$ cat config.mk
export PLATFORM = sky130hd
export DESIGN_NAME = he_mod_alu
export DESIGN_NICKNAME = d
export VERILOG_FILES = /design/src/rtl/he_bus_pkg.sv /design/src/rtl/he_cfg_pkg.sv /design/src/rtl/he_mod_alu.sv
export SDC_FILE = /design/constraint.sdc
export NUM_CORES = 1
export LEC_CHECK = 0
export ABC_AREA = 1
export BUFFER_PORTS_ARGS = -buffer_cell sky130_fd_sc_hd__buf_2
export CAP_MARGIN = 25
export CORE_MARGIN = 5
export CORE_UTILIZATION = 35
export CTS_BUF_LIST = sky130_fd_sc_hd__clkbuf_2
export DETAILED_ROUTE_END_ITERATION = 8
export GPL_TIMING_DRIVEN = 0
export HOLD_SLACK_MARGIN = 0.05
export REMOVE_ABC_BUFFERS = 1
export SYNTH_ARGS = -nofsm -noshare
export SYNTH_HDL_FRONTEND = slang
export SYNTH_SLANG_ARGS = --single-unit
$ cat constraint.sdc
create_clock -name clk_i -period 7.4 [get_ports clk_i]
set_input_delay 2.22 -clock clk_i [delete_from_list [all_inputs] [get_ports clk_i]]
set_output_delay 2.22 -clock clk_i [all_outputs]
set_load 0.01 [all_outputs]
$ cat src/rtl/he_bus_pkg.sv
`default_nettype none

package he_bus_pkg;

   localparam int ADDR_WIDTH = 32;
   localparam int DATA_WIDTH = 32;
   localparam int STRB_WIDTH = DATA_WIDTH / 8;

   localparam logic [1:0] RESP_OKAY   = 2'b00;
   localparam logic [1:0] RESP_SLVERR = 2'b10;

   ////////////////////
   // AXI4-Lite host channels
   // the address struct serves both AW and AR
   typedef struct packed {
      logic                  valid;
      logic [ADDR_WIDTH-1:0] addr;
   } axil_aw_s;

   typedef struct packed {
      logic                  valid;
      logic [DATA_WIDTH-1:0] data;
      logic [STRB_WIDTH-1:0] strb;
   } axil_w_s;

   typedef struct packed {
      logic                  valid;
      logic [DATA_WIDTH-1:0] data;
      logic [1:0]            resp;
   } axil_r_s;

   ////////////////////
   // memory side, one word per request
   typedef struct packed {
      logic                  write;
      logic [ADDR_WIDTH-1:0] addr;
      logic [DATA_WIDTH-1:0] wdata;
   } mem_req_s;

   typedef struct packed {
      logic [DATA_WIDTH-1:0] rdata;
   } mem_resp_s;

endpackage

`default_nettype wire

$ cat src/rtl/he_cfg_pkg.sv
`default_nettype none

package he_cfg_pkg;
   import he_bus_pkg::*;

   // bank sizing, banks hold up to 2**MAX_LOG_N coefficients
   localparam int MAX_LOG_N = 8;
   localparam int MAX_N     = 1 << MAX_LOG_N;
   localparam int Q_WIDTH   = 30;
   localparam int LOG_N_W   = $clog2(MAX_LOG_N + 1);

   typedef logic [Q_WIDTH-1:0]    coeff_t;
   typedef logic [MAX_LOG_N-1:0]  idx_t;
   typedef logic [LOG_N_W-1:0]    log_n_t;
   typedef logic [ADDR_WIDTH-1:0] ptr_t;

   ////////////////////
   // register map, byte offsets within the CSR window
   typedef logic [7:0] csr_off_t;

   localparam csr_off_t CSR_CTRL   = 8'h00;
   localparam csr_off_t CSR_STATUS = 8'h04;
   localparam csr_off_t CSR_LOG_N  = 8'h08;
   localparam csr_off_t CSR_Q      = 8'h0C;
   localparam csr_off_t CSR_A_PTR  = 8'h10;
   localparam csr_off_t CSR_B_PTR  = 8'h14;
   localparam csr_off_t CSR_WB_PTR = 8'h18;

   typedef struct packed {
      log_n_t log_n;
      coeff_t q;
      logic   op_sub;
      ptr_t   a_ptr;
      ptr_t   b_ptr;
      ptr_t   wb_ptr;
   } he_cfg_s;

   typedef enum logic [2:0] {
      IDLE,
      LOAD_A,
      LOAD_B,
      COMPUTE,
      WRITE_BACK,
      DONE
   } seq_phase_e;

   // index of the last element, n - 1
   function automatic idx_t last_index(log_n_t log_n);
      logic [MAX_LOG_N:0] n;
      n = {{MAX_LOG_N{1'b0}}, 1'b1} << log_n;
      return idx_t'(n - 1'b1);
   endfunction

endpackage

`default_nettype wire

$ cat src/rtl/he_mod_alu.sv
`timescale 1ns/1ps
`default_nettype none

module he_mod_alu
   import he_cfg_pkg::*;
(
   input  logic   clk_i,
   input  logic   reset_i,
   input  logic   start_i,
   input  log_n_t log_n_i,
   input  coeff_t q_i,
   input  logic   op_sub_i,
   output idx_t   rd_idx_o,
   input  coeff_t rd_a_i,
   input  coeff_t rd_b_i,
   output logic   w_en_o,
   output idx_t   w_idx_o,
   output coeff_t w_data_o,
   output logic   done_o
);

   logic             run_r;
   logic             v1_r;
   logic             last1_r;
   logic             done_r;
   logic             last_issue;
   idx_t             idx_r;
   idx_t             idx1_r;
   logic [Q_WIDTH:0] sum;
   logic [Q_WIDTH:0] diff;
   coeff_t           res;

   assign last_issue = run_r && (idx_r == last_index(log_n_i));

   ////////////////////
   // stage 1 issues one index per cycle to both banks
   always_ff @(posedge clk_i)
   begin
      if (reset_i)
      begin
         run_r   <= 1'b0;
         v1_r    <= 1'b0;
         last1_r <= 1'b0;
         done_r  <= 1'b0;
         idx_r   <= '0;
      end
      else
      begin
         if (start_i)
         begin
            run_r <= 1'b1;
            idx_r <= '0;
         end
         else if (run_r)
         begin
            idx_r <= idx_r + 1'b1;
            if (last_issue)
               run_r <= 1'b0;
         end
         v1_r    <= run_r;
         last1_r <= last_issue;
         done_r  <= v1_r && last1_r;
      end
   end

   always_ff @(posedge clk_i)
   begin
      idx1_r <= idx_r;
   end

   ////////////////////
   // stage 2, one correction step brings the result into [0, q)
   always_comb
   begin
      sum  = {1'b0, rd_a_i} + {1'b0, rd_b_i};
      diff = {1'b0, rd_a_i} - {1'b0, rd_b_i};
      if (op_sub_i)
         // borrow out means a < b, wrap by adding q
         res = diff[Q_WIDTH] ? coeff_t'(diff + {1'b0, q_i}) : coeff_t'(diff);
      else
         res = (sum >= {1'b0, q_i}) ? coeff_t'(sum - {1'b0, q_i}) : coeff_t'(sum);
   end

   assign rd_idx_o = idx_r;
   assign w_en_o   = v1_r;
   assign w_idx_o  = idx1_r;
   assign w_data_o = res;
   assign done_o   = done_r;

   a_result_reduced: assert property (@(posedge clk_i) disable iff (reset_i)
      w_en_o |-> (w_data_o < q_i));

endmodule

`default_nettype wire

; Yosys cells after proc, flatten, opt, wreduce, memory -nomap -nowiden
; Cells that the tools add are included.
[word_totals]
input_bits = 98
wordCells = 24
regBits = 20
[classes]
order_cmp = 1
n_reduce_logical = 3
shift = 1
n_eq_ne = 1
add_sub_neg = 6
muxes = 6
[op_table]
columns = operator, n
row1 = two-way mux 30 bit, 3
row2 = adder 30 x 30 -> 31 bit, 1
row3 = greater-or-equal comparator 31 x 30 -> 1 bit, 1
row4 = subtractor 30 x 30 -> 31 bit, 1
row5 = adder 30 bit, 1
row6 = subtractor 30 bit, 1
row7 = adder 8 x 1 -> 8 bit (second input constant), 1
row8 = == test 8 bit, 1
row9 = left shift 1 x 4 -> 8 bit (first input constant), 1
row10 = subtractor 8 x 1 -> 8 bit (second input constant), 1
row11 = two-way mux 1 bit, 3
row12 = logical AND 1 bit, 2
row13 = OR reduction 2 bit, 1

; Depth between registers and ports, before layout
; Gate-level depths: netlist (run 1).
[logic_depth]
ltp_word = 7
mapped_depth = 30
mapped_depth_nobuf = 29

; Worst setup path before layout (run 1)
; Ideal clock, no wire load.
[synth_timing]
path_kind = input to output
start = input port rd_a_i[0]
end = output port w_data_o[20]
slack_ns = 0.090
arrival_ns = 5.090
required_time_ns = 5.180
stages = 27
cell_sequence = ha_1 -> inv_1 -> fa_1 -> nor2_1 -> inv_1 -> a21oi_2 -> inv_1 -> o21bai_2 -> nand3_1 -> nand2_1 -> nand2_1 -> nand2_1 -> inv_1 -> ha_1 -> nand2_1 -> nor2_1 -> nand2_1 -> nor2_1 -> nand2_1 -> nand2_1 -> a21oi_4 -> nand2_2 -> nor2_4 -> buf_6 -> nand2_1 -> nand3_1 -> nand2_1
[synth_via]
elab_chain_len = 4
word_cells_on_any_way = 8
[synth_rtl]
columns = item, line
row1 = "start, declared", he_mod_alu.sv:14  ; input coeff_t rd_a_i,
row2 = adder 30 x 30 -> 31 bit / subtractor 30 x 30 -> 31 bit (equally long branches), "he_mod_alu.sv:75, he_mod_alu.sv:76"
row3 = subtractor 30 bit (tied with other cells), he_mod_alu.sv:81  ; res = (sum >= {1'b0, q_i}) ? coeff_t'(sum - {1'b0, q_i}) : coeff_t'(sum);
row4 = "two-way mux 30 bit, on equally long branches", "he_mod_alu.sv:81, he_mod_alu.sv:79"
row5 = two-way mux 30 bit *, he_mod_alu.sv:77  ; if (op_sub_i)
row6 = "end, declared", he_mod_alu.sv:18  ; output coeff_t w_data_o,
; Mark *: on every way between the ends. The rest lies on a longest branch, timed or not.

; Worst setup path after layout (run 1)
[layout_timing]
start = input port rd_b_i[12]
end = output port w_data_o[7]
[layout_via]
elab_chain_len = 4
word_cells_on_any_way = 6
[layout_rtl]
columns = item, line
row1 = "start, declared", he_mod_alu.sv:15  ; input coeff_t rd_b_i,
row2 = adder 30 x 30 -> 31 bit, he_mod_alu.sv:75  ; sum = {1'b0, rd_a_i} + {1'b0, rd_b_i};
row3 = greater-or-equal comparator 31 x 30 -> 1 bit, he_mod_alu.sv:81
row4 = two-way mux 30 bit, he_mod_alu.sv:81
row5 = two-way mux 30 bit *, he_mod_alu.sv:77
; Marks and branches as above.

==> results.yml, run 1 <==
floorplanning:
  num_io_pins: 146
  dieWidth_um: 185
  initial_core_util_pct: 35.3
  dieArea_sq_um: 34200
  die_h_um: 185
  num_rows: 64
  core-area_sq_um: 30400
power_and_ir_drop:
  p_sw_mw: 1.40
  clkPwrFrac_pct: 1.9
  seq_power_share_pct: 4.7
  vdd_drop_max_uv: 47.4
  leakagePower_nw: 7.71
  power_frac_comb_pct: 93.4
  intPower_uw: 954
  power.density_nw_per_um2: 163
  switching_share_pct: 59.6
synth:
  yosys.area_share.simple_pct: 46.5
  yosysMostFrequentCell: "nand2_1"
  synth-edff-count: 0
  ys.flop_type: "dfxtp_1"
  async_reset_ff_share_pct: 0
  synth_top_area_share_pct: 25.6
  synth_top_family_by_area: "simple AND/OR/NAND/NOR gates"
  synth_compound_area_share_pct: 11.9
  netlist_top_cells_count: "nand2_1, inv_1, nor2_1, nand3_1, ha_1"
  synth_fa_ha_area_share_pct: 15.3
  synth_area_leaders: "nand2_1, ha_1, inv_1, nand3_1, nor2_1"
  synth_cell_types: 42
  syn_area_sq_um: 10700
  synth_seq_area_share_pct: 3.73
  yosys.area_share.xor_xnor_pct: 5.63
  synth_mux_area_share_pct: 0
  synth_top_area_cell: "nand2_1"
  ys.warnings.count: 0
  syn_inst: 2074
  synth.ff_latch_count: 20
  synth_area_per_cell_sq_um: 5.17
grt:
  grt_pass1_wl_um: 70200
  antenna_found_initial: 0
  grt_pass1_vias: 13200
  grt.total_usage_pct: 25.9
  grt_max_degree: 39
  grt_overflow: 0
place:
  gp_congestion: 1.02
  dp_slack_ns: -1.49
  port_buffers: 145
  placed_area_sq_um: 11600
  dpl.hpwl_um: 37400
sta:
  max_freq_mhz: 125
  period_minus_slack_ns: 8.00
  hold_viol_final: 0
  timing.slew.headroom_pct: 34.9
  setup_viol: 30
  timing.final.ws_setup_ns: -0.603
  rsz0062_at_grt: "true"
  maxSlewViolCount: 0
  min_period_over_period_pct: 108
  skew_ns: 0.00491
  tightest_slew_ns: 0.976
drt:
  routedWlPerCell_um: 17.7
  vias: 14000
  ant_nets: 0
  wl_um: 47100
  viasPerCell: 5.27
  drc: 0
  dr.pass1.iters: 7
  drt_iter0_drc: 1227
setup_path:
  critPathLaunchType: "primary input"
  r2r_slack_ns: 5.99
  cp.arrival_ns: 5.78
  crit_fanout: 7
  worst_ep_required_time_ns: 5.18
  crit_type: "primary input to output port"
  critPathCaptureType: "output port"
run_status:
  status: "finished with violations"
  violations: "setup timing"
final_layout:
  utilization_pct: 47.5
  areaGrowthSynthToFinish_pct: 34.7
  fill_cells: 3263
  drive_gt1_share_pct: 26.4
  nets: 2493
  antenna_cells: 0
  fin_area_sq_um: 14400
cts:
  clk_pin_slew_ns: 0.18
  cts_buffers: 3
  cts_root_buf: "clkbuf_2"
  clkLatencyLatePin_ns: 0.31
  cts_tree: "yes"
  cts_buffer_depth: 2
  clock_sinks: 20
  htree_levels: 1
flow_run:
  max-cap-violations: 0
worst_hold_path:
  min_path_type: "register to register"
## sequential cells by signal, indices dropped and copies added, names as in the netlist
signal and count:
w_en_o 1, run_r 1, rd_idx_o 8, w_idx_o 8, last1_r 1, done_o 1
## kinds of logic (layout without fill, tap and decap cells)
family                   count (synthesis)  count (layout)
AND/OR/NAND/NOR                       1195            1199
adder cells (fa/ha/maj)                129             129
AO/OA/AOI/OAI                          225             225
XOR/XNOR                                69              69
flip-flops                              20              20
buffers and inverters                  436             623
## worst paths after layout
path / from / end / depth (start not counted)
worst max register to register: rd_idx_o[2] / last1_r / 5
worst min register to register: rd_idx_o[5] / w_idx_o[5] / 0
worst min-delay path: rd_idx_o[5] / w_idx_o[5] / 0
worst max-delay path: rd_b_i[12] / w_data_o[7] / 27
## stage by stage
| stage | hold slack (ns) | power (mW) | instances | TNS [ns] |
|---|---|---|---|---|
| 3_3_place_gp | 0.385 | 1.74 | 2576 | -40.41 |
| 5_1_grt | 0.438 | 2.55 | 2661 | -20.32 |
| 6_report | 0.416 | 2.36 | 2661 | -16.41 |
| 2_1_floorplan | 0.395 | 1.25 | 2035 | -2.14 |
| 3_5_place_dp | 0.391 | 1.75 | 2576 | -42.14 |
| 4_1_cts | 0.414 | 2.18 | 2629 | -13.38 |
## worst max-delay path, cell delays in order
cell	delay (ns)
buf_2	0.11
inv_1	0.09
ha_4	0.25
nor2_4	0.15
nand2_2	0.12
nor2_2	0.18
nand4_1	0.19
nand3_1	0.14
nand2_1	0.06
nand2_2	0.12
inv_1	0.06
ha_2	0.33
nand2_2	0.11
inv_1	0.08
nand2_2	0.08
nand2_2	0.06
a21oi_2	0.16
nand3_2	0.16
nand3_4	0.13
clkinvlp_4	0.13
buf_6	0.15
nor2_4	0.15
clkbuf_16	0.19
nand2_1	0.05
nand3_1	0.06
nand2_1	0.09
buf_2	0.15
## final cells by class
cell class / count / area [sq um] / area share, %
Clock buffer: 3 / 15.0 / 0.104
Tap cell: 396 / 495 / 3.43
Multi-Input combinational cell: 1622 / 10500 / 72.8
Sequential cell: 20 / 400 / 2.77
Timing Repair Buffer: 222 / 1500 / 10.4
Clock inverter: 1 / 3.75 / 0.0260
Inverter: 397 / 1510 / 10.4
## per-layer routing
layer / GRT usage, % / wire length [um] / share of wire [%] / vias to the layer above
met5: 0 / 0 / 0 / -
met4: 7.55 / 2040 / 4.3 / 0
met3: 1.22 / 3200 / 6.8 / 119
met2: 45.4 / 21800 / 46 / 602
met1: 34.6 / 20000 / 43 / 6425
li1: - / - / - / 6877
## timing repair
item,in CTS,in global routing
cloned,5,1
pin swaps,80,58
endpoints found under the hold margin,0,0
setup endpoints to repair,30,30
gates resized for setup,370,102
hold buffers,0,0
setup buffers,44,32
## power groups by stage
stage / sequential [mW] / clock, mW / combinational [mW]
floorplan: 0.114 / 0 / 1.14
global placement: 0.113 / 0 / 1.62
detailed placement: 0.113 / 0 / 1.64
CTS: 0.111 / 0.0470 / 2.02
global route: 0.111 / 0.0508 / 2.39
finish: 0.111 / 0.0449 / 2.20
## placed cells by master (no fill, tap or decap), types with 4 or more instances in the layout
cell type and instances:
o211ai_1 9, inv_2 23, inv_1 367, a21oi_4 8, nor3_4 4, buf_4 68
nor2_1 132, ha_1 69, nor3_1 31, a21oi_1 91, and2_1 6, nor2_2 30
xnor2_1 20, dfxtp_1 20, ha_4 46, o21ai_1 7, nor2_4 24, o21ai_2 7
a21oi_2 25, xor2_1 31, buf_2 130, nand3b_1 8, o21bai_1 20, nand4_1 37
nor3_2 8, buf_6 16, nand3_2 25, xor2_2 7, nand3_4 10, ha_2 10
nand2_4 18, nand2_1 620, nand2_2 99, nand3_1 136, buf_12 6, o21ai_0 43
xor2_4 10
Note: power is estimated with default switching activity, not from simulation.
==> run 2: changes to the inputs <==
--- a/config.mk
+++ b/config.mk
@@ -15,6 +15,7 @@
 export GPL_TIMING_DRIVEN = 0
 export HOLD_SLACK_MARGIN = 0.05
 export REMOVE_ABC_BUFFERS = 1
+export SETUP_SLACK_MARGIN = 0.5
 export SYNTH_ARGS = -nofsm -noshare
 export SYNTH_HDL_FRONTEND = slang
 export SYNTH_SLANG_ARGS = --single-unit
==> run 2 against run 1 <==
The run still ends with setup timing left. Sequential power about the same. Register-to-register slack got worse by 0.04 ns. Non-clock buffer count decreased by 10. Clock-buffer cell count unchanged. Largest power group unchanged. Core utilization decreased by 0.21 points. Clock power about the same.
==> results.yml, run 2 (same netlist as run 1, synthesis figures left out) <==
cts:
  clkLatencyLatePin_ns: 0.31
  cts_hold_buf: 0
  clock_sinks: 20
  clk_pin_slew_ns: 0.18
  cts_buffers: 3
  htree_levels: 1
  cts_root_buf: "clkbuf_2"
  cts_buffer_depth: 2
  cts_tree: "yes"
floorplanning:
  num_rows: 64
  num_io_pins: 146
  die_h_um: 185
  dieArea_sq_um: 34200
  initial_core_util_pct: 35.3
  dieWidth_um: 185
  core-area_sq_um: 30400
drt:
  wl_um: 46800
  drt_iter0_drc: 1138
  routedWlPerCell_um: 17.7
  viasPerCell: 5.30
  drc: 0
  vias: 14000
  dr.pass1.iters: 6
  ant_nets: 0
sta:
  holdWs_ns: 0.415
  period_minus_slack_ns: 8.03
  skew_ns: 0.00654
  timing.final.ws_setup_ns: -0.633
  tns_ns: -17.11
  max_freq_mhz: 124
  rsz0062_at_grt: "true"
  setup_viol: 30
  min_period_over_period_pct: 109
  maxSlewViolCount: 0
  hold_viol_final: 0
  tightest_slew_ns: 0.993
  timing.slew.headroom_pct: 33.8
grt:
  grt_overflow: 0
  grt.total_usage_pct: 25.9
  grt_pass1_vias: 13200
  met2_usage_pct: 45.4
  grt_max_degree: 39
  grtUsageMet3_pct: 1.22
  antenna_found_initial: 0
  grt_pass1_wl_um: 70200
  grt.met1_usage_pct: 34.6
  grt_busiest_layer: "met2"
final_layout:
  utilization_pct: 47.3
  drive_gt1_share_pct: 25.5
  nets: 2483
  final_common_cell: "nand2_1"
  fin_area_sq_um: 14400
  stdcell_count: 2652
  fill_cells: 3270
  mostFrequentLayoutCells: "nand2_1, inv_1, nand3_1, nor2_1, buf_2"
  areaGrowthSynthToFinish_pct: 34.1
place:
  place_inst: 2576
  dp_slack_ns: -1.49
  dpl.hpwl_um: 37400
  placed_area_sq_um: 11600
  gp_congestion: 1.02
  port_buffers: 145
setup_path:
  reg2reg_from: "rd_idx_o[2]"
  cp.arrival_ns: 5.81
  cp_common_cell: "nand2_1"
  critPathSlowestCell: "ha_4"
  critPathLaunchType: "primary input"
  crit_start: "rd_b_i[4]"
  crit_type: "primary input to output port"
  r2r-end: "last1_r"
  critPathCaptureType: "output port"
  slowest_delay_ns: 0.28
  crit_fanout: 15
  r2r_slack_ns: 5.95
  worst_ep_required_time_ns: 5.18
  rr_worst_depth: 5
flow_run:
  max-cap-violations: 0
worst_hold_path:
  min_path_type: "register to register"
  whs_endpoint: "w_idx_o[5]"
  whs_path_depth: 0
  hold_start: "rd_idx_o[5]"
power_and_ir_drop:
  leakagePower_nw: 7.67
  power.density_nw_per_um2: 163
  fin_total_pwr_mw: 2.35
  vdd_drop_max_uv: 48.0
run_status:
  violations: "setup timing"
  status: "finished with violations"
==> run 2: per-layer routing <==
metal  vias to the layer above  share of wire, %
met5                         -                 0
met4                         0               4.3
met3                       116               6.9
met2                       657                46
met1                      6415                42
li1                       6858                 -
==> run 2: timing repair <==
action	CTS	global route
resized for setup	370	96
setup endpoints to repair	30	30
pin swaps	80	48
buffers inserted	44	22
cloned	5	0
==> run 2: layout make-up <==
cell class                      count  area (sq um)  area share (%)
Timing Repair Buffer              212          1430            9.91
Antenna cell                        1          2.50          0.0174
Sequential cell                    20           400            2.78
Tap cell                          396           495            3.44
Inverter                          397          1510            10.5
Multi-Input combinational cell   1622         10500            73.2
Clock inverter                      1          3.75          0.0261
Clock buffer                        3          15.0           0.104
==> run 2: worst max path at each step <==
stage	end	slack (ns)	depth (start not counted)
final	w_data_o[17]	-0.63	29
after global routing	w_data_o[28]	-0.75	28
after CTS	w_data_o[28]	-0.49	31
after detailed placement	w_data_o[24]	-1.49	23
after global placement	w_data_o[24]	-1.43	23
after floorplan	w_data_o[10]	-0.11	25
==> run 2: worst max-delay path: cells and delay by family <==
family | cells | cell delay [ns]
simple gates | 14 | 1.38
buf+inv | 10 | 1.27
fa+ha+maj | 2 | 0.51
compound gates | 3 | 0.41
==> run 2: power breakdown <==
part | switching, mW | internal (mW)
logic | 1.37 | 0.830
clock network | 0.0332 | 0.0118
registers | 0.00158 | 0.110
total | 1.40 | 0.951
==> run 3: changes to the inputs <==
--- a/config.mk
+++ b/config.mk
@@ -16,6 +16,8 @@
 export HOLD_SLACK_MARGIN = 0.05
 export REMOVE_ABC_BUFFERS = 1
 export SETUP_SLACK_MARGIN = 0.5
+export SKIP_CTS_REPAIR_TIMING = 1
+export SLEW_MARGIN = 25
 export SYNTH_ARGS = -nofsm -noshare
 export SYNTH_HDL_FRONTEND = slang
 export SYNTH_SLANG_ARGS = --single-unit
==> run 3 against run 2 <==
The flow still finishes with violations (setup timing). Sequential share of layout area increased by 0.17 points. Global-route usage decreased by 2.0 points. Combinational power decreased by 8%. Clock-buffer cell count unchanged. Die area unchanged. Flip-flop and latch count unchanged. Hold slack got worse by 0.013 ns.
==> results.yml, run 3 (same netlist as run 1, synthesis figures left out) <==
power_and_ir_drop:
  power.density_nw_per_um2: 160
  vdd_drop_max_uv: 48.9
  power_frac_comb_pct: 93.0
  seq_power_share_pct: 5.1
  switching_share_pct: 61.0
  leakagePower_nw: 7.38
  intPower_uw: 847
  clkPwrFrac_pct: 1.9
  p_sw_mw: 1.32
  fin_total_pwr_mw: 2.17
final_layout:
  mostFrequentLayoutCells: "nand2_1, inv_1, nand3_1, nor2_1, buf_2"
  drive_gt1_share_pct: 21.4
  nets: 2447
  areaGrowthSynthToFinish_pct: 26.4
  antenna_cells: 0
  fill_cells: 3363
  final_common_cell: "nand2_1"
  utilization_pct: 44.6
run_status:
  status: "finished with violations"
  violations: "setup timing"
sta:
  setup_viol: 30
  tns_ns: -20.73
  min_period_over_period_pct: 110
  period_minus_slack_ns: 8.15
  maxSlewViolCount: 0
  rsz0062_at_grt: "true"
  hold_viol_final: 0
  max_freq_mhz: 123
  skew_ns: 0.00917
  holdWs_ns: 0.402
  timing.final.ws_setup_ns: -0.752
  tightest_slew_ns: 0.751
  timing.slew.headroom_pct: 49.9
grt:
  antenna_found_initial: 0
  grt.total_usage_pct: 24.0
  grt_max_degree: 35
  grt_overflow: 0
  grt_pass1_wl_um: 64700
  grt_pass1_vias: 12200
setup_path:
  worst_ep_required_time_ns: 5.18
  slowest_delay_ns: 0.38
  critPathLaunchType: "primary input"
  crit_fanout: 8
  cp.arrival_ns: 5.93
  critPathSlowestCell: "fa_2"
  critPathCaptureType: "output port"
  crit_type: "primary input to output port"
floorplanning:
  core-area_sq_um: 30400
  num_rows: 64
  num_io_pins: 146
  initial_core_util_pct: 35.3
  dieWidth_um: 185
  dieArea_sq_um: 34200
  die_h_um: 185
cts:
  clock_sinks: 20
  cts_buffer_depth: 2
  clkLatencyLatePin_ns: 0.30
  cts_buffers: 3
  htree_levels: 1
  clk_pin_slew_ns: 0.17
  cts_tree: "yes"
  cts_root_buf: "clkbuf_2"
flow_run:
  max-cap-violations: 0
drt:
  drt_iter0_drc: 1119
  ant_nets: 0
  wl_um: 46000
  routedWlPerCell_um: 17.6
  drc: 0
  dr.pass1.iters: 6
  vias: 13700
  viasPerCell: 5.23
worst_hold_path:
  min_path_type: "register to register"
place:
  port_buffers: 145
  dpl.hpwl_um: 37600
  gp_congestion: 1.02
run 3: critical path, delay by kind of cell:
family,cells,cell delay [ns]
and+or+nand+nor,12,1.25
AOI/OAI and AO/OA,5,0.90
adders and majority gates,3,0.77
buffers and inverters,8,0.76
run 3: final timing paths:
path	cells after the start	slack [ns]	end	start
worst max-delay path	28	-0.75	w_data_o[24]	rd_b_i[0]
worst max register to register	5	5.96	last1_r	rd_idx_o[2]
worst min register to register	0	0.40	w_idx_o[5]	rd_idx_o[5]
worst min-delay path	0	0.40	w_idx_o[5]	rd_idx_o[5]
run 3: final cells by class:
cell class / instances / area (sq um) / area share, %
repair buffers: 176 / 1140 / 8.39
inverters: 397 / 1500 / 11.1
flip-flops and latches: 20 / 400 / 2.95
well taps: 396 / 495 / 3.65
multi-input cells: 1622 / 10000 / 73.8
clock buffers: 3 / 15.0 / 0.111
run 3: routing by layer:
layer,wire length [um],track usage [%],part of all wire (%),vias up
li1,-,-,-,6779
met1,20200,33.1,44,6297
met2,21500,41.8,47,517
met3,2650,0.707,5.8,79
met4,1580,5.05,3.4,0
met5,0,0,0,-
run 3: power by group through the flow:
stage | registers, mW | logic, mW | clock network (mW)
after floorplan | 0.114 | 1.14 | 0
after global placement | 0.113 | 1.62 | 0
after detailed placement | 0.113 | 1.64 | 0
after CTS | 0.111 | 1.65 | 0.0451
after global routing | 0.111 | 2.20 | 0.0500
final | 0.111 | 2.02 | 0.0414
run 3: stage by stage:
step | worst slack (ns) | cell area [sq um] | instances
final | -0.752 | 13600 | 2614
after global placement | -1.43 | 11600 | 2576
after detailed placement | -1.40 | 11700 | 2578
after CTS | -1.41 | 11700 | 2581
after floorplan | -0.107 | 10400 | 2035
after global routing | -0.867 | 13600 | 2614
