`src/rtl/he_bus_pkg.sv`:
```
`default_nettype none

package he_bus_pkg;

   localparam int ADDR_WIDTH = 32;
   localparam int DATA_WIDTH = 32;
   localparam int STRB_WIDTH = DATA_WIDTH / 8;

   localparam logic [1:0] RESP_OKAY   = 2'b00;
   localparam logic [1:0] RESP_SLVERR = 2'b10;

   ////////////////////
   // AXI4-Lite host channels
   // the address struct serves both AW and AR
   typedef struct packed {
      logic                  valid;
      logic [ADDR_WIDTH-1:0] addr;
   } axil_aw_s;

   typedef struct packed {
      logic                  valid;
      logic [DATA_WIDTH-1:0] data;
      logic [STRB_WIDTH-1:0] strb;
   } axil_w_s;

   typedef struct packed {
      logic                  valid;
      logic [DATA_WIDTH-1:0] data;
      logic [1:0]            resp;
   } axil_r_s;

   ////////////////////
   // memory side, one word per request
   typedef struct packed {
      logic                  write;
      logic [ADDR_WIDTH-1:0] addr;
      logic [DATA_WIDTH-1:0] wdata;
   } mem_req_s;

   typedef struct packed {
      logic [DATA_WIDTH-1:0] rdata;
   } mem_resp_s;

endpackage

`default_nettype wire

```
`src/rtl/he_cfg_pkg.sv`:
```
`default_nettype none

package he_cfg_pkg;
   import he_bus_pkg::*;

   // bank sizing, banks hold up to 2**MAX_LOG_N coefficients
   localparam int MAX_LOG_N = 8;
   localparam int MAX_N     = 1 << MAX_LOG_N;
   localparam int Q_WIDTH   = 30;
   localparam int LOG_N_W   = $clog2(MAX_LOG_N + 1);

   typedef logic [Q_WIDTH-1:0]    coeff_t;
   typedef logic [MAX_LOG_N-1:0]  idx_t;
   typedef logic [LOG_N_W-1:0]    log_n_t;
   typedef logic [ADDR_WIDTH-1:0] ptr_t;

   ////////////////////
   // register map, byte offsets within the CSR window
   typedef logic [7:0] csr_off_t;

   localparam csr_off_t CSR_CTRL   = 8'h00;
   localparam csr_off_t CSR_STATUS = 8'h04;
   localparam csr_off_t CSR_LOG_N  = 8'h08;
   localparam csr_off_t CSR_Q      = 8'h0C;
   localparam csr_off_t CSR_A_PTR  = 8'h10;
   localparam csr_off_t CSR_B_PTR  = 8'h14;
   localparam csr_off_t CSR_WB_PTR = 8'h18;

   typedef struct packed {
      log_n_t log_n;
      coeff_t q;
      logic   op_sub;
      ptr_t   a_ptr;
      ptr_t   b_ptr;
      ptr_t   wb_ptr;
   } he_cfg_s;

   typedef enum logic [2:0] {
      IDLE,
      LOAD_A,
      LOAD_B,
      COMPUTE,
      WRITE_BACK,
      DONE
   } seq_phase_e;

   // index of the last element, n - 1
   function automatic idx_t last_index(log_n_t log_n);
      logic [MAX_LOG_N:0] n;
      n = {{MAX_LOG_N{1'b0}}, 1'b1} << log_n;
      return idx_t'(n - 1'b1);
   endfunction

endpackage

`default_nettype wire

```
`src/rtl/he_dma_engine.sv`:
```
`timescale 1ns/1ps
`default_nettype none

module he_dma_engine
   import he_cfg_pkg::*;
   import he_bus_pkg::*;
(
   input  logic      clk_i,
   input  logic      reset_i,
   input  logic      start_i,
   input  ptr_t      base_i,
   input  logic      write_i,
   input  log_n_t    log_n_i,
   output mem_req_s  mem_req_o,
   output logic      mem_req_valid_o,
   input  logic      mem_req_ready_i,
   input  mem_resp_s mem_resp_i,
   input  logic      mem_resp_valid_i,
   output logic      mem_resp_ready_o,
   output logic      ld_en_o,
   output idx_t      ld_idx_o,
   output coeff_t    ld_data_o,
   output idx_t      wb_idx_o,
   input  coeff_t    wb_data_i,
   output logic      done_o
);

   typedef enum logic [1:0] {
      D_IDLE,
      D_SETUP,
      D_REQ,
      D_RESP
   } dma_state_e;

   dma_state_e state_r;
   idx_t       idx_r;
   ptr_t       base_r;
   logic       write_r;
   logic       last;
   logic       resp_fire;

   assign last      = (idx_r == last_index(log_n_i));
   assign resp_fire = (state_r == D_RESP) && mem_resp_valid_i;

   ////////////////////
   // element loop: setup, request, response
   // setup gives the store a cycle to return the write-back word
   always_ff @(posedge clk_i)
   begin
      if (reset_i)
      begin
         state_r <= D_IDLE;
         idx_r   <= '0;
      end
      else
      begin
         case (state_r)
            D_IDLE:
            begin
               if (start_i)
               begin
                  idx_r   <= '0;
                  state_r <= D_SETUP;
               end
            end
            D_SETUP: state_r <= D_REQ;
            D_REQ:   if (mem_req_ready_i) state_r <= D_RESP;
            D_RESP:
            begin
               if (mem_resp_valid_i)
               begin
                  idx_r   <= idx_r + 1'b1;
                  state_r <= last ? D_IDLE : D_SETUP;
               end
            end
            default: state_r <= D_IDLE;
         endcase
      end
   end

   always_ff @(posedge clk_i)
   begin
      if (start_i && (state_r == D_IDLE))
      begin
         base_r  <= base_i;
         write_r <= write_i;
      end
   end

   // the store holds wb_data_i while idx_r is unchanged
   always_comb
   begin
      mem_req_o.write = write_r;
      mem_req_o.addr  = base_r + ADDR_WIDTH'({idx_r, 2'b00});
      mem_req_o.wdata = DATA_WIDTH'(wb_data_i);
   end

   assign mem_req_valid_o  = (state_r == D_REQ);
   assign mem_resp_ready_o = 1'b1;
   assign ld_en_o          = resp_fire && !write_r;
   assign ld_idx_o         = idx_r;
   assign ld_data_o        = mem_resp_i.rdata[Q_WIDTH-1:0];
   assign wb_idx_o         = idx_r;
   assign done_o           = resp_fire && last;

   a_req_stable: assert property (@(posedge clk_i) disable iff (reset_i)
      mem_req_valid_o && !mem_req_ready_i |=> mem_req_valid_o && $stable(mem_req_o));

endmodule

`default_nettype wire

```
`config.mk`:
```
export PLATFORM = sky130hd
export DESIGN_NAME = he_dma_engine
export DESIGN_NICKNAME = d
export VERILOG_FILES = /design/src/rtl/he_bus_pkg.sv /design/src/rtl/he_cfg_pkg.sv /design/src/rtl/he_dma_engine.sv
export SDC_FILE = /design/constraint.sdc
export NUM_CORES = 1
export LEC_CHECK = 0
export BUFFER_PORTS_ARGS = -buffer_cell sky130_fd_sc_hd__clkbuf_2
export CORE_MARGIN = 5
export CORE_UTILIZATION = 25
export CTS_CLUSTER_DIAMETER = 200
export DETAILED_ROUTE_END_ITERATION = 10
export GPL_TIMING_DRIVEN = 0
export PLACE_DENSITY = 0.64
export RECOVER_POWER = 50
export SYNTH_ARGS = -nofsm -noshare
export SYNTH_HDL_FRONTEND = slang
export SYNTH_SLANG_ARGS = --single-unit
```
`constraint.sdc`:
```
create_clock -name clk_i -period 6.75 [get_ports clk_i]
set_input_delay 0.3375 -clock clk_i [delete_from_list [all_inputs] [get_ports clk_i]]
set_output_delay 0.3375 -clock clk_i [all_outputs]
set_load 0.01 [all_outputs]
```
## Word level (Yosys, flattened, before mapping)

Cells that the tools add are included.

| storage, ports and cells | value |
|---|---|
| input port bits | 104 |
| word-level logic and storage cells | 32 |
| register bits | 43 |
| output and inout bits | 115 |

| cells by class | value |
|---|---|
| equality and inequality tests | 7 |
| add/sub/neg operators | 3 |
| shift-type cells | 1 |
| reduce and logical (&&, ||, !) cells | 9 |
| mux-type cells | 8 |

Operators with widths:

| kind | number |
|---|---|
| 32-bit by 10-bit adder with 32-bit output | 1 |
| 8-bit 2-to-1 mux | 2 |
| 8-bit one-hot mux with 2 select lines | 1 |
| 8-bit by 1-bit adder with 8-bit output (second input constant) | 1 |
| 8-bit == test | 1 |
| 2-bit one-hot mux with 4 select lines | 1 |
| 1-bit by 4-bit left shift with 8-bit output (first input constant) | 1 |
| 8-bit by 1-bit subtractor with 8-bit output (second input constant) | 1 |
| 2-bit 2-to-1 mux | 3 |
| 3-bit AND reduction | 2 |
| 2-bit == test (second input constant) | 2 |
| 1-bit logical AND | 4 |
| 2-bit != test (second input constant) | 2 |
| 2-bit by 1-bit == test with 1-bit output (second input constant) | 1 |
| 2-bit zero test | 1 |
| 2-bit by 1-bit != test with 1-bit output (second input constant) | 1 |
| 2-bit nonzero test | 1 |
| 1-bit zero test | 1 |
| 1-bit 2-to-1 mux | 1 |

## Logic depth before layout (Yosys ltp)

Gate-level depths: netlist (run 1).

| depth | value |
|---|---|
| word-level depth | 6 |
| mapped depth | 8 |
| mapped depth without buffers | 8 |

## Worst setup path after synthesis (run 1)

No wires, ideal clock.

| path | value |
|---|---|
| path kind | reg2out |
| from | register idx_r[0] (netlist: ld_idx_o[0]) |
| to | output port mem_req_o[60] (netlist bit) |
| required time | 6.412 ns |
| buffers on the path | 0 |
| setup slack | 4.126 ns |
| stages on the path, launching flop included | 9 |
| data arrival time | 2.287 ns |
| path through | dfxtp_1 > ha_1 > inv_1 > fa_1 > nand2b_1 > a211oi_1 > o221ai_2 > nor4_1 > xor2_1 |

RTL lines:

| item | RTL line | source |
|---|---|---|
| start, declared | he_dma_engine.sv:36 | `idx_t idx_r;` |
| start signal, assigned | he_dma_engine.sv:72 | `idx_r <= idx_r + 1'b1;` |
| end, declared | he_dma_engine.sv:14 | `output mem_req_s mem_req_o,` |

==> results of run 1 <==
==> cell families (layout without fill, tap and decap cells) <==
logic type / Yosys count / count (layout) / share of synthesized area
AOI/OAI and AO/OA: 47 / 47 / 0.106
xor gates and xnor gates: 38 / 38 / 0.103
adders and majority gates: 15 / 15 / 0.0606
buffers and inverters: 94 / 253 / 0.199
DFF: 43 / 43 / 0.370
muxes: 2 / 2 / 0.00621
other: 2 / 3 / 0.00233
and+or+nand+nor: 89 / 89 / 0.153
==> worst register-to-register path, cell delays in order (launching register included) <==
cell and delay, ns:
dfxtp_1 0.31, inv_1 0.15, ha_1 0.23, and2_2 0.71
a21o_1 0.35, nor2_1 0.07
==> how the worst max path moves through the flow <==
stage	startpoint	endpoint	slack, ns
after floorplan	ld_idx_o[0]$_SDFFE_PP0P_	mem_req_o[60]	4.13
after global placement	ld_idx_o[0]$_SDFFE_PP0P_	mem_req_o[56]	3.75
after detailed placement	ld_idx_o[0]$_SDFFE_PP0P_	mem_req_o[60]	3.72
after CTS	ld_idx_o[0]$_SDFFE_PP0P_	mem_req_o[60]	3.40
after global routing	ld_idx_o[0]$_SDFFE_PP0P_	mem_req_o[60]	3.16
final	ld_idx_o[0]$_SDFFE_PP0P_	mem_req_o[52]	3.44
==> layout make-up <==
cell class	count	area, sq um
fillers	1318	8340
multi-input cells	194	1400
flip-flops and latches	43	1190
repair buffers	151	676
plain buffers	78	581
well taps	172	215
clock buffers	5	125
inverters	16	60.1
clock inverters	3	38.8
==> cells in the final DEF (no fill, tap or decap), drive strengths merged, types with 2 or more instances in the layout <==
| cell | Yosys | final |
|---|---|---|
| clkbuf | 1 | 157 |
| buf | 77 | 77 |
| edfxtp | 33 | 33 |
| nor2 | 24 | 24 |
| xor2 | 22 | 22 |
| inv | 16 | 16 |
| xnor2 | 16 | 16 |
| nand3 | 14 | 14 |
| ha | 14 | 14 |
| nand2 | 13 | 13 |
| a21oi | 12 | 12 |
| o21ai | 12 | 12 |
| dfxtp | 10 | 10 |
| nor3 | 9 | 9 |
| a211oi | 8 | 8 |
| nor2b | 5 | 5 |
| and3 | 5 | 5 |
| nand4 | 4 | 4 |
| nor4 | 4 | 4 |
| a21o | 3 | 3 |
| nand2b | 3 | 3 |
| conb | 2 | 3 |
| o22ai | 2 | 2 |
| a31oi | 2 | 2 |
| nor4b | 2 | 2 |
| mux2i | 2 | 2 |
| clkinv | 0 | 2 |
==> stage by stage <==
stage          hold WS (ns)   util  cell area (sq um)  worst slack, ns  cells
3_3_place_gp          0.515  0.333               4200             3.75    654
4_1_cts               0.213  0.346               4360             3.40    662
2_1_floorplan         0.407      -               3230             4.13    331
3_5_place_dp          0.516  0.333               4200             3.72    654
5_1_grt               0.206  0.339               4280             3.16    662
6_report              0.222  0.339               4280             3.44    662
==> power breakdown <==
group          leakage [nW]  internal, mW  total (mW)  switching, mW
sequential            0.394         0.355       0.389         0.0339
combinational          1.40         0.137       0.325          0.187
clock                0.0812         0.173       0.271         0.0988
==> flip-flops by register name, indices dropped and copies added (netlist names) <==
register	flops
write_r	1
state_r	2
ld_idx_o	8
base_r	32
==> layer usage <==
metal  GRT usage  wire, um  part of all wire
met3      0.0302       969              0.11
met1       0.119      3500              0.38
met4      0.0429       117             0.013
met5           0         0                 0
met2       0.204      4550              0.50
==> impl_metrics.csv, run 1 <==
group,metric,value,unit
run_status,status,"finished, final reports clean",
clock_network,cts-root-buf,"clkbuf_16",
sta,fin_worst_skew,0.00449,ns
logic_synthesis,syn_area_per_cell,9.77,sq um
worst_setup_path,arrival_time_at_the_worst_endpoint,2.97,ns
clock_network,cts.sink_count,43,
logic_synthesis,yosysMostFrequentCell,"buf_4",
clock_network,clkLatencyLatePin,0.29,ns
cells_and_area,finalNetCount,608,
global_routing,grt_max_degree,35,
logic_synthesis,synth_area_leaders,"edfxtp_1 (31%), buf_4 (17%), dfxtp_1 (6.2%), xor2_1 (6.0%), ha_1 (5.4%)",
sta,drv_slew,0,
global_routing,first_global_vias,2645,
placed_design,detailed_place_hpwl,7650,um
logic_synthesis,yosys.area.top_type,"edfxtp_1",
worst_setup_path,worstSetupEndpointType,"output port",
sta,period_minus_slack,3.31,ns
sta,worst_slew_pin_slew,0.829,ns
logic_synthesis,synth_top_area_share,0.307,
logic_synthesis,library_cells_used_by_synthesis,48,
clock_network,number_of_gates_given_a_new_drive_strength_after_cts,0,
sta,worst_slew_margin_rel,0.448,
worst_setup_path,crit_slowest_cell,"dfxtp_1",
worst_setup_path,worstPathMaxFanout,10,
worst_setup_path,critPathMaxStageDelay,0.53,ns
global_routing,grt_pass1_wl,13000,um
worst_setup_path,ff2ff_setup_slack,4.82,ns
worst_setup_path,crit_cells,9,
hold_path,hold_path_depth,1,
logic_synthesis,synth_enable_flop_cells,33,
cells_and_area,diodes,0,
sta,rsz_0062_raised_after_global_routing,"no",
floorplan,placeableCoreArea,12600,sq um
routing,wire_per_inst,13.8,um
cells_and_area,area_growth_syn_to_layout,32.9,%
worst_setup_path,crit_required,6.41,ns
global_routing,global_route_overflow,0,
sta,setup_total_negative_slack,0,ns
placed_design,placement.io_buffers,151,
worst_setup_path,crit-reg2reg-capture,"ld_idx_o[6]$_SDFFE_PP0P_",
floorplan,floorplan.die_area,15300,sq um
routing,via_count,2780,
logic_synthesis,synthesis.instances,330,
sta,min_period_over_period,0.491,
hold_path,hold_path.startpoint,"base_i[8]",
power_and_ir_drop,finalPower,0.985,mW
worst_setup_path,timing.critical_path.from_type,"flip-flop",
cells_and_area,post_route_cells_drive_above_1_share,0.378,
worst_setup_path,worst-r2r-cell-count,5,
routing,route.final.wire_length,9140,um
floorplan,rows,41,
clock_network,clock_path_buffers,2,
power_and_ir_drop,power_density,230,nW/um^2
worst_setup_path,reg2reg_from,"state_r[0]$_SDFFE_PP0P_",
floorplan,die_h,124,um
logic_synthesis,synth-async-reset-ratio,0,
clock_network,holdBufCountCts,0,
clock_network,tritoncts,"yes",
logic_synthesis,postSynthRegisterBits,43,
floorplan,initial_core_util,0.255,
clock_network,cts.clk_slew.worst_paths,0.06,ns
global_routing,antenna_found_initial,0,
clock_network,buffer_count_from_post_cts_setup_fixing,0,
hold_path,hold_path.class,"primary input to flip-flop",
logic_synthesis,ys_seq_area_frac,0.370,
placed_design,gp_congestion,0.778,
routing,route.detailed.vias_per_inst,4.20,
logic_synthesis,synthesis.area,3220,sq um
logic_synthesis,synthesis.yosys.warnings,0,
global_routing,grt.total_usage,0.110,
routing,detailed_route_iter0_violations,115,
clock_network,clock_tree.htree_level_count,2,
routing,drc,0,
floorplan,num_io_pins,219,
routing,drt.antenna.violating_nets,0,
sta,achievable-frequency,302,MHz
worst_setup_path,cp_top_delay_family,"compound AO/OA/AOI/OAI gates",
power_and_ir_drop,max-vdd-ir-drop,0.176,mV
power_and_ir_drop,static-leakage-power,1.87,nW
worst_setup_path,timing_worst_setup_path_type,"flip-flop to output port",
logic_synthesis,synth_common_cells,"buf_4 (74), edfxtp_1 (33), nor2_1 (24)",
worst_setup_path,worstPathCellList,"ha_1 > inv_1 > fa_1 > nand2b_1 > a211oi_1 > o22ai_1 > nor3_1 > xor2_1 > clkbuf_2",
worst_setup_path,path_buf_inv,2,
hold_path,hold_critical_path_endpoint,"base_r[8]$_DFFE_PP_",
sta,timing_hold_violations_final,0,
floorplan,die-width,124,um
clock_network,cts-buffers-inserted,5,
sta,report.final.setup_viol,0,
flow_run,drv_cap,0,
logic_synthesis,synth_flop_cell,"edfxtp_1",
routing,drt_pre_antenna_iters,4,
Power figures use the tool's default switching activity.
==> run 2, diff against run 1 <==
--- a/config.mk
+++ b/config.mk
@@ -11,7 +11,7 @@
 export CTS_CLUSTER_DIAMETER = 200
 export DETAILED_ROUTE_END_ITERATION = 10
 export GPL_TIMING_DRIVEN = 0
-export PLACE_DENSITY = 0.64
+export PLACE_DENSITY = 0.66
 export RECOVER_POWER = 50
 export SYNTH_ARGS = -nofsm -noshare
 export SYNTH_HDL_FRONTEND = slang
==> constraint.sdc (replaced) <==
create_clock -name clk_i -period 2.75 [get_ports clk_i]
set_input_delay 0.1375 -clock clk_i [delete_from_list [all_inputs] [get_ports clk_i]]
set_output_delay 0.1375 -clock clk_i [all_outputs]
set_load 0.01 [all_outputs]
==> run 2 against run 1 <==
Compared with the run above:
- sequential share of layout area decreased by 0.44 points
- core utilization increased by 0.80 points
- first-iteration DRC count increased by 19%
- clock power increased by 110%
==> impl_metrics.csv, run 2 (synthesized netlist as in run 1, its figures left out) <==
group,metric,value,unit
sta,worst_slew_margin_rel,0.455,
power_and_ir_drop,max-vdd-ir-drop,0.457,mV
sta,achievable-frequency,384,MHz
floorplan,die_h,124,um
clock_network,clock_tree.htree_level_count,2,
cells_and_area,largest_register,"base_r",
routing,route.detailed.vias_per_inst,4.27,
cells_and_area,post_route_cells_drive_above_1_share,0.407,
floorplan,num_io_pins,219,
power_and_ir_drop,power_density,533,nW/um^2
routing,drt_pre_antenna_iters,4,
cells_and_area,diodes,0,
floorplan,initial_core_util,0.255,
floorplan,rows,41,
clock_network,clkLatencyLatePin,0.28,ns
floorplan,floorplan.die_area,15300,sq um
global_routing,first_global_vias,2871,
worst_setup_path,worstPathCellList,"ha_1 > inv_1 > fa_2 > nand2b_4 > a211oi_4 > o221ai_4 > buf_12 > nor3_1 > xor2_1 > clkbuf_2",
global_routing,antenna_found_initial,0,
sta,worst_slew_pin_slew,0.818,ns
routing,wire_per_inst,14.3,um
global_routing,grt.total_usage,0.114,
cells_and_area,total_area_of_multi_input_combinational_cells,1470,sq um
cells_and_area,area_growth_syn_to_layout,36.0,%
clock_network,cts.sink_count,43,
worst_setup_path,timing.critical_path.from_type,"flip-flop",
floorplan,placeableCoreArea,12600,sq um
cells_and_area,layout_commonest_cell,"clkbuf_2",
clock_network,cts-buffers-inserted,5,
clock_network,cts.clk_slew.worst_paths,0.06,ns
sta,setup_total_negative_slack,0,ns
cells_and_area,flip_flop_count_of_the_largest_register_all_copies_and_words_added,32,
cells_and_area,fillCellCount,1349,
floorplan,die-width,124,um
power_and_ir_drop,finalPower,2.34,mW
sta,timing_hold_violations_final,0,
cells_and_area,stdcell_count,666,
worst_setup_path,worstSetupEndpointType,"output port",
routing,route.final.wire_length,9520,um
placed_design,gp_congestion,0.821,
routing,detailed_route_iter0_violations,137,
run_status,status,"finished, final reports clean",
worst_setup_path,path_buf_inv,3,
worst_setup_path,worstPathMaxFanout,4,
cells_and_area,finalNetCount,612,
power_and_ir_drop,static-leakage-power,1.91,nW
worst_setup_path,timing_worst_setup_path_type,"flip-flop to output port",
cells_and_area,most-common-layout-cells,"clkbuf_2 (87), buf_4 (77), clkbuf_1 (65)",
worst_setup_path,critPathMaxStageDelay,0.35,ns
sta,report.final.setup_viol,0,
worst_setup_path,crit_required,2.61,ns
global_routing,grt_max_degree,35,
global_routing,grt_pass1_wl,13600,um
worst_setup_path,cp_top_delay_family,"adder cells",
clock_network,clock_path_buffers,2,
sta,min_period_over_period,0.948,
clock_network,cts-root-buf,"clkbuf_16",
flow_run,drv_cap,0,
global_routing,global_route_overflow,0,
routing,drc,0,
placed_design,detailed_place_hpwl,7870,um
routing,drt.antenna.violating_nets,0,
clock_network,tritoncts,"yes",
worst_setup_path,arrival_time_at_the_worst_endpoint,2.47,ns
worst_setup_path,crit_slowest_cell,"dfxtp_4",
sta,drv_slew,0,
sta,rsz_0062_raised_after_global_routing,"no",
cells_and_area,seqCellArea,1200,sq um
sta,fin_worst_skew,0.00209,ns
sta,period_minus_slack,2.61,ns
placed_design,placement.io_buffers,151,
routing,via_count,2847,
placed_design,place_inst,654,
hold_path,hold_path.class,"primary input to flip-flop",
run 2: cell types whose count changed in the layout (fill, tap and decap cells not counted), moves of 2 or more:
cell / previous run / this run
dfxtp_4: 0 / 2
nor4_1: 2 / 0
buf_4: 74 / 77
nor4_2: 2 / 4
nor3_2: 0 / 3
dfxtp_1: 10 / 7
nor3_1: 9 / 6
run 2: area by class of cell:
cell class                      instances  share of cell area
Tap cell                              172              0.0491
Clock buffer                            6              0.0294
Inverter                               16              0.0137
Clock inverter                          2             0.00200
Buffer                                 78               0.132
Timing Repair Buffer                  155               0.164
Sequential cell                        43               0.274
Multi-Input combinational cell        194               0.336
run 2: final timing paths:
check	from	endpoint	slack, ns	depth (start not counted)
worst min-delay path	base_i[13]	base_r[13]$_DFFE_PP_	0.03	1
worst max-delay path	ld_idx_o[0]$_SDFFE_PP0P_	mem_req_o[58]	0.14	10
worst min register to register	state_r[1]$_SDFFE_PP0P_	state_r[1]$_SDFFE_PP0P_	0.57	2
worst max register to register	state_r[0]$_SDFFE_PP0P_	ld_idx_o[5]$_SDFFE_PP0P_	0.86	5
run 2: where the power goes:
| part | leakage (nW) | internal [mW] | switching (mW) |
|---|---|---|---|
| registers | 0.397 | 0.870 | 0.0875 |
| clock network | 0.0683 | 0.332 | 0.226 |
| logic | 1.45 | 0.344 | 0.476 |
run 2: layer usage:
metal,global-route usage,vias up,share of wire
li1,-,1394,-
met1,0.117,1307,0.35
met2,0.224,138,0.53
met3,0.0297,8,0.10
met4,0.0339,0,0.013
met5,0,-,0
run 2: metrics by stage:
stage               hold WS [ns]  setup slack, ns  utilization  area, sq um
floorplan                  0.207            0.326            -         3230
global placement           0.314          -0.0538        0.333         4200
detailed placement         0.316           -0.141        0.333         4200
CTS                       0.0190           0.0100        0.353         4450
global route              0.0165           0.0255        0.347         4380
finish                    0.0284            0.143        0.347         4380
run 2: what timing repair did:
item | CTS | global route
pin swaps | 3 | 2
hold buffers | 0 | 0
resized for setup | 14 | 5
endpoints found under the setup margin | 11 | 9
buffers inserted | 4 | 0
==> run 3, diff against run 2 <==
--- a/config.mk
+++ b/config.mk
@@ -5,13 +5,14 @@
 export SDC_FILE = /design/constraint.sdc
 export NUM_CORES = 1
 export LEC_CHECK = 0
+export ABC_AREA = 1
 export BUFFER_PORTS_ARGS = -buffer_cell sky130_fd_sc_hd__clkbuf_2
 export CORE_MARGIN = 5
-export CORE_UTILIZATION = 25
+export CORE_UTILIZATION = 39
 export CTS_CLUSTER_DIAMETER = 200
 export DETAILED_ROUTE_END_ITERATION = 10
 export GPL_TIMING_DRIVEN = 0
-export PLACE_DENSITY = 0.66
+export PLACE_DENSITY = 0.88
 export RECOVER_POWER = 50
 export SYNTH_ARGS = -nofsm -noshare
 export SYNTH_HDL_FRONTEND = slang
==> run 3 against run 2 <==
Compared with the run above:
- routed wire length is 15% higher
- sequential share of layout area is 1.2 points lower
- cell area is 4.3% higher
- maximum frequency is 0.45% lower
- die area is 29% lower
- sequential power is 2.1% higher
- power is 3.5% lower
- via count is 20% higher
- critical path type unchanged
- largest cell class unchanged
==> impl_metrics.csv, run 3 <==
group,metric,value,unit
run_status,status,"finished, final reports clean",
routing,route.final.wire_length,11000,um
power_and_ir_drop,power_density,493,nW/um^2
worst_setup_path,worstPathCellList,"ha_2 > inv_1 > fa_2 > nand3b_1 > nand2_2 > a21boi_2 > o21ai_4 > buf_4 > nand3_1 > nand2_1 > nand2_1 > clkbuf_2",
clock_network,cts-root-buf,"clkbuf_8",
logic_synthesis,synth_area_leaders,"edfxtp_1 (29%), buf_4 (16%), nand2_1 (10%), dfxtp_1 (5.8%), ha_1 (5.1%)",
floorplan,placeableCoreArea,8680,sq um
floorplan,die_h,104,um
cells_and_area,diodes,0,
global_routing,grt_max_degree,34,
global_routing,grt.total_usage,0.187,
logic_synthesis,library_cells_used_by_synthesis,36,
logic_synthesis,synthesis.instances,431,
power_and_ir_drop,static-leakage-power,2.25,nW
logic_synthesis,ys_seq_area_frac,0.345,
worst_setup_path,crit_slowest_cell,"fa_2",
clock_network,cts.clk_slew.worst_paths,0.09,ns
global_routing,global_route_overflow,0,
routing,detailed_route_iter0_violations,273,
logic_synthesis,synthesis.area,3450,sq um
logic_synthesis,syn_area_per_cell,8.01,sq um
hold_path,hold_path_depth,1,
placed_design,dp_slack,0.197,ns
power_and_ir_drop,max-vdd-ir-drop,0.588,mV
clock_network,cts-buffers-inserted,5,
cells_and_area,flip_flop_count_of_the_largest_register_all_copies_and_words_added,32,
clock_network,clkLatencyLatePin,0.31,ns
cells_and_area,area_growth_syn_to_layout,32.4,%
worst_setup_path,critPathMaxStageDelay,0.39,ns
worst_setup_path,critPathMostFrequentCell,"nand2_1",
cells_and_area,largest_register,"base_r",
sta,drv_slew,0,
global_routing,first_global_vias,3325,
logic_synthesis,synthesis.yosys.warnings,0,
sta,timing_hold_violations_final,0,
clock_network,clock_tree.htree_level_count,2,
routing,via_count,3406,
power_and_ir_drop,switching_share,0.385,
floorplan,die-width,104,um
sta,report.final.setup_viol,0,
power_and_ir_drop,clkPwrFrac,0.180,
cells_and_area,fillCellCount,854,
logic_synthesis,synth_enable_flop_cells,33,
hold_path,hold_path.class,"primary input to flip-flop",
logic_synthesis,yosys.area.top_type,"edfxtp_1",
cells_and_area,most-common-layout-cells,"nand2_1 (93), clkbuf_2 (92), buf_4 (81)",
sta,period_minus_slack,2.62,ns
clock_network,cts.sink_count,43,
cells_and_area,layout_commonest_cell,"nand2_1",
routing,drt_pre_antenna_iters,4,
worst_setup_path,arrival_time_at_the_worst_endpoint,2.48,ns
power_and_ir_drop,power.internal,1.39,mW
placed_design,placement.io_buffers,153,
logic_synthesis,synth_top_area_share,0.287,
worst_setup_path,worst-r2r-cell-count,4,
floorplan,num_io_pins,219,
sta,setup_total_negative_slack,0,ns
routing,route.detailed.vias_per_inst,4.72,
sta,min_period_over_period,0.952,
placed_design,gp_congestion,0.870,
sta,achievable-frequency,382,MHz
routing,wire_per_inst,15.2,um
cells_and_area,post_route_cells_drive_above_1_share,0.352,
routing,drc,0,
sta,fin_worst_skew,0.0141,ns
placed_design,detailed_place_hpwl,9030,um
sta,fin_ws,0.132,ns
logic_synthesis,synth_common_cells,"nand2_1 (93), buf_4 (74), inv_1 (46)",
sta,worst_slew_margin_rel,0.163,
routing,drt.antenna.violating_nets,0,
clock_network,tritoncts,"yes",
worst_setup_path,crit_required,2.61,ns
floorplan,floorplan.die_area,10800,sq um
logic_synthesis,yosysMostFrequentCell,"nand2_1",
power_and_ir_drop,share_seq_of_total_power,0.433,
cells_and_area,total_area_of_multi_input_combinational_cells,1530,sq um
power_and_ir_drop,p_switching,0.868,mW
worst_setup_path,worstSetupEndpointType,"output port",
floorplan,rows,34,
cells_and_area,finalNetCount,732,
sta,worst_slew_pin_slew,1.25,ns
worst_setup_path,timing.critical_path.from_type,"flip-flop",
flow_run,drv_cap,0,
power_and_ir_drop,combPwrFrac,0.386,
floorplan,initial_core_util,0.398,
logic_synthesis,synth_flop_cell,"edfxtp_1",
clock_network,clock_path_buffers,2,
worst_setup_path,worstPathMaxFanout,5,
global_routing,grt_pass1_wl,16700,um
logic_synthesis,postSynthRegisterBits,43,
worst_setup_path,timing_worst_setup_path_type,"flip-flop to output port",
cells_and_area,seqCellArea,1200,sq um
global_routing,antenna_found_initial,0,
logic_synthesis,synth-async-reset-ratio,0,
## run 3: path summary, 6_finish.rpt
kind / endpoint / slack [ns] / from
worst max-delay path: mem_req_o[60] / 0.13 / ld_idx_o[0]$_SDFFE_PP0P_
worst min-delay path: write_r$_DFFE_PP_ / 0.003 / write_i
worst max register to register: base_r[6]$_DFFE_PP_ / 0.63 / state_r[0]$_SDFFE_PP0P_
worst min register to register: ld_idx_o[1]$_SDFFE_PP0P_ / 0.54 / ld_idx_o[1]$_SDFFE_PP0P_
## run 3: kinds of logic (layout without fill, tap and decap cells)
family          after synthesis  count (layout)  synth area share
fa+ha+maj                    15              15            0.0565
buf+inv                     122             304             0.213
other cells                   2               3           0.00218
flops                        43              43             0.345
xor+xnor                     26              26            0.0681
simple gates                185             185             0.244
compound gates               38              38            0.0707
## run 3: layout make-up
cell class              instances  area share
plain buffers                  74       0.122
clock inverters                 3     0.00438
clock buffers                   5      0.0151
well taps                     108      0.0296
inverters                      48      0.0394
flip-flops and latches         43       0.262
repair buffers                174       0.193
multi-input cells             267       0.336
## run 3: critical path: cells and delay by family (launching register included)
kind                     cells  cell delay [ns]
AO/OA/AOI/OAI                2             0.31
flip-flops                   1             0.38
buffers and inverters        3             0.40
adder cells (fa/ha/maj)      2             0.58
AND/OR/NAND/NOR              5             0.52
## run 3: power groups by stage
| stage | clock (mW) | combinational, mW | sequential [mW] |
|---|---|---|---|
| global placement | 0 | 0.824 | 0.978 |
| global route | 0.447 | 0.970 | 0.990 |
| detailed placement | 0 | 0.858 | 0.987 |
| floorplan | 0 | 0.569 | 0.951 |
| CTS | 0.411 | 0.865 | 0.974 |
| finish | 0.406 | 0.871 | 0.977 |
## run 3: stage by stage
step | utilization | hold slack [ns] | power, mW | cells | instance area, sq um
global placement | 0.502 | 0.313 | 1.80 | 693 | 4360
finish | 0.527 | 0.00255 | 2.25 | 722 | 4570
global route | 0.527 | -0.00640 | 2.41 | 722 | 4570
detailed placement | 0.502 | 0.316 | 1.85 | 693 | 4360
CTS | 0.516 | 0.00129 | 2.25 | 704 | 4480
floorplan | - | 0.207 | 1.52 | 432 | 3460
## run 3: repair_timing
action / in CTS / in global routing
cloned: 0 / 0
hold endpoints to repair: 3 / 11
resized for setup: 3 / 2
pin swaps: 1 / 3
setup endpoints to repair: 6 / 6
hold buffers: 3 / 11
setup buffers: 0 / 7
## run 3: metal layers
metal,global-route usage,up-vias,share of wire
li1,-,1680,-
met3,0.0490,14,0.081
met1,0.211,1548,0.37
met2,0.345,164,0.53
met4,0.0481,0,0.015
met5,0,-,0
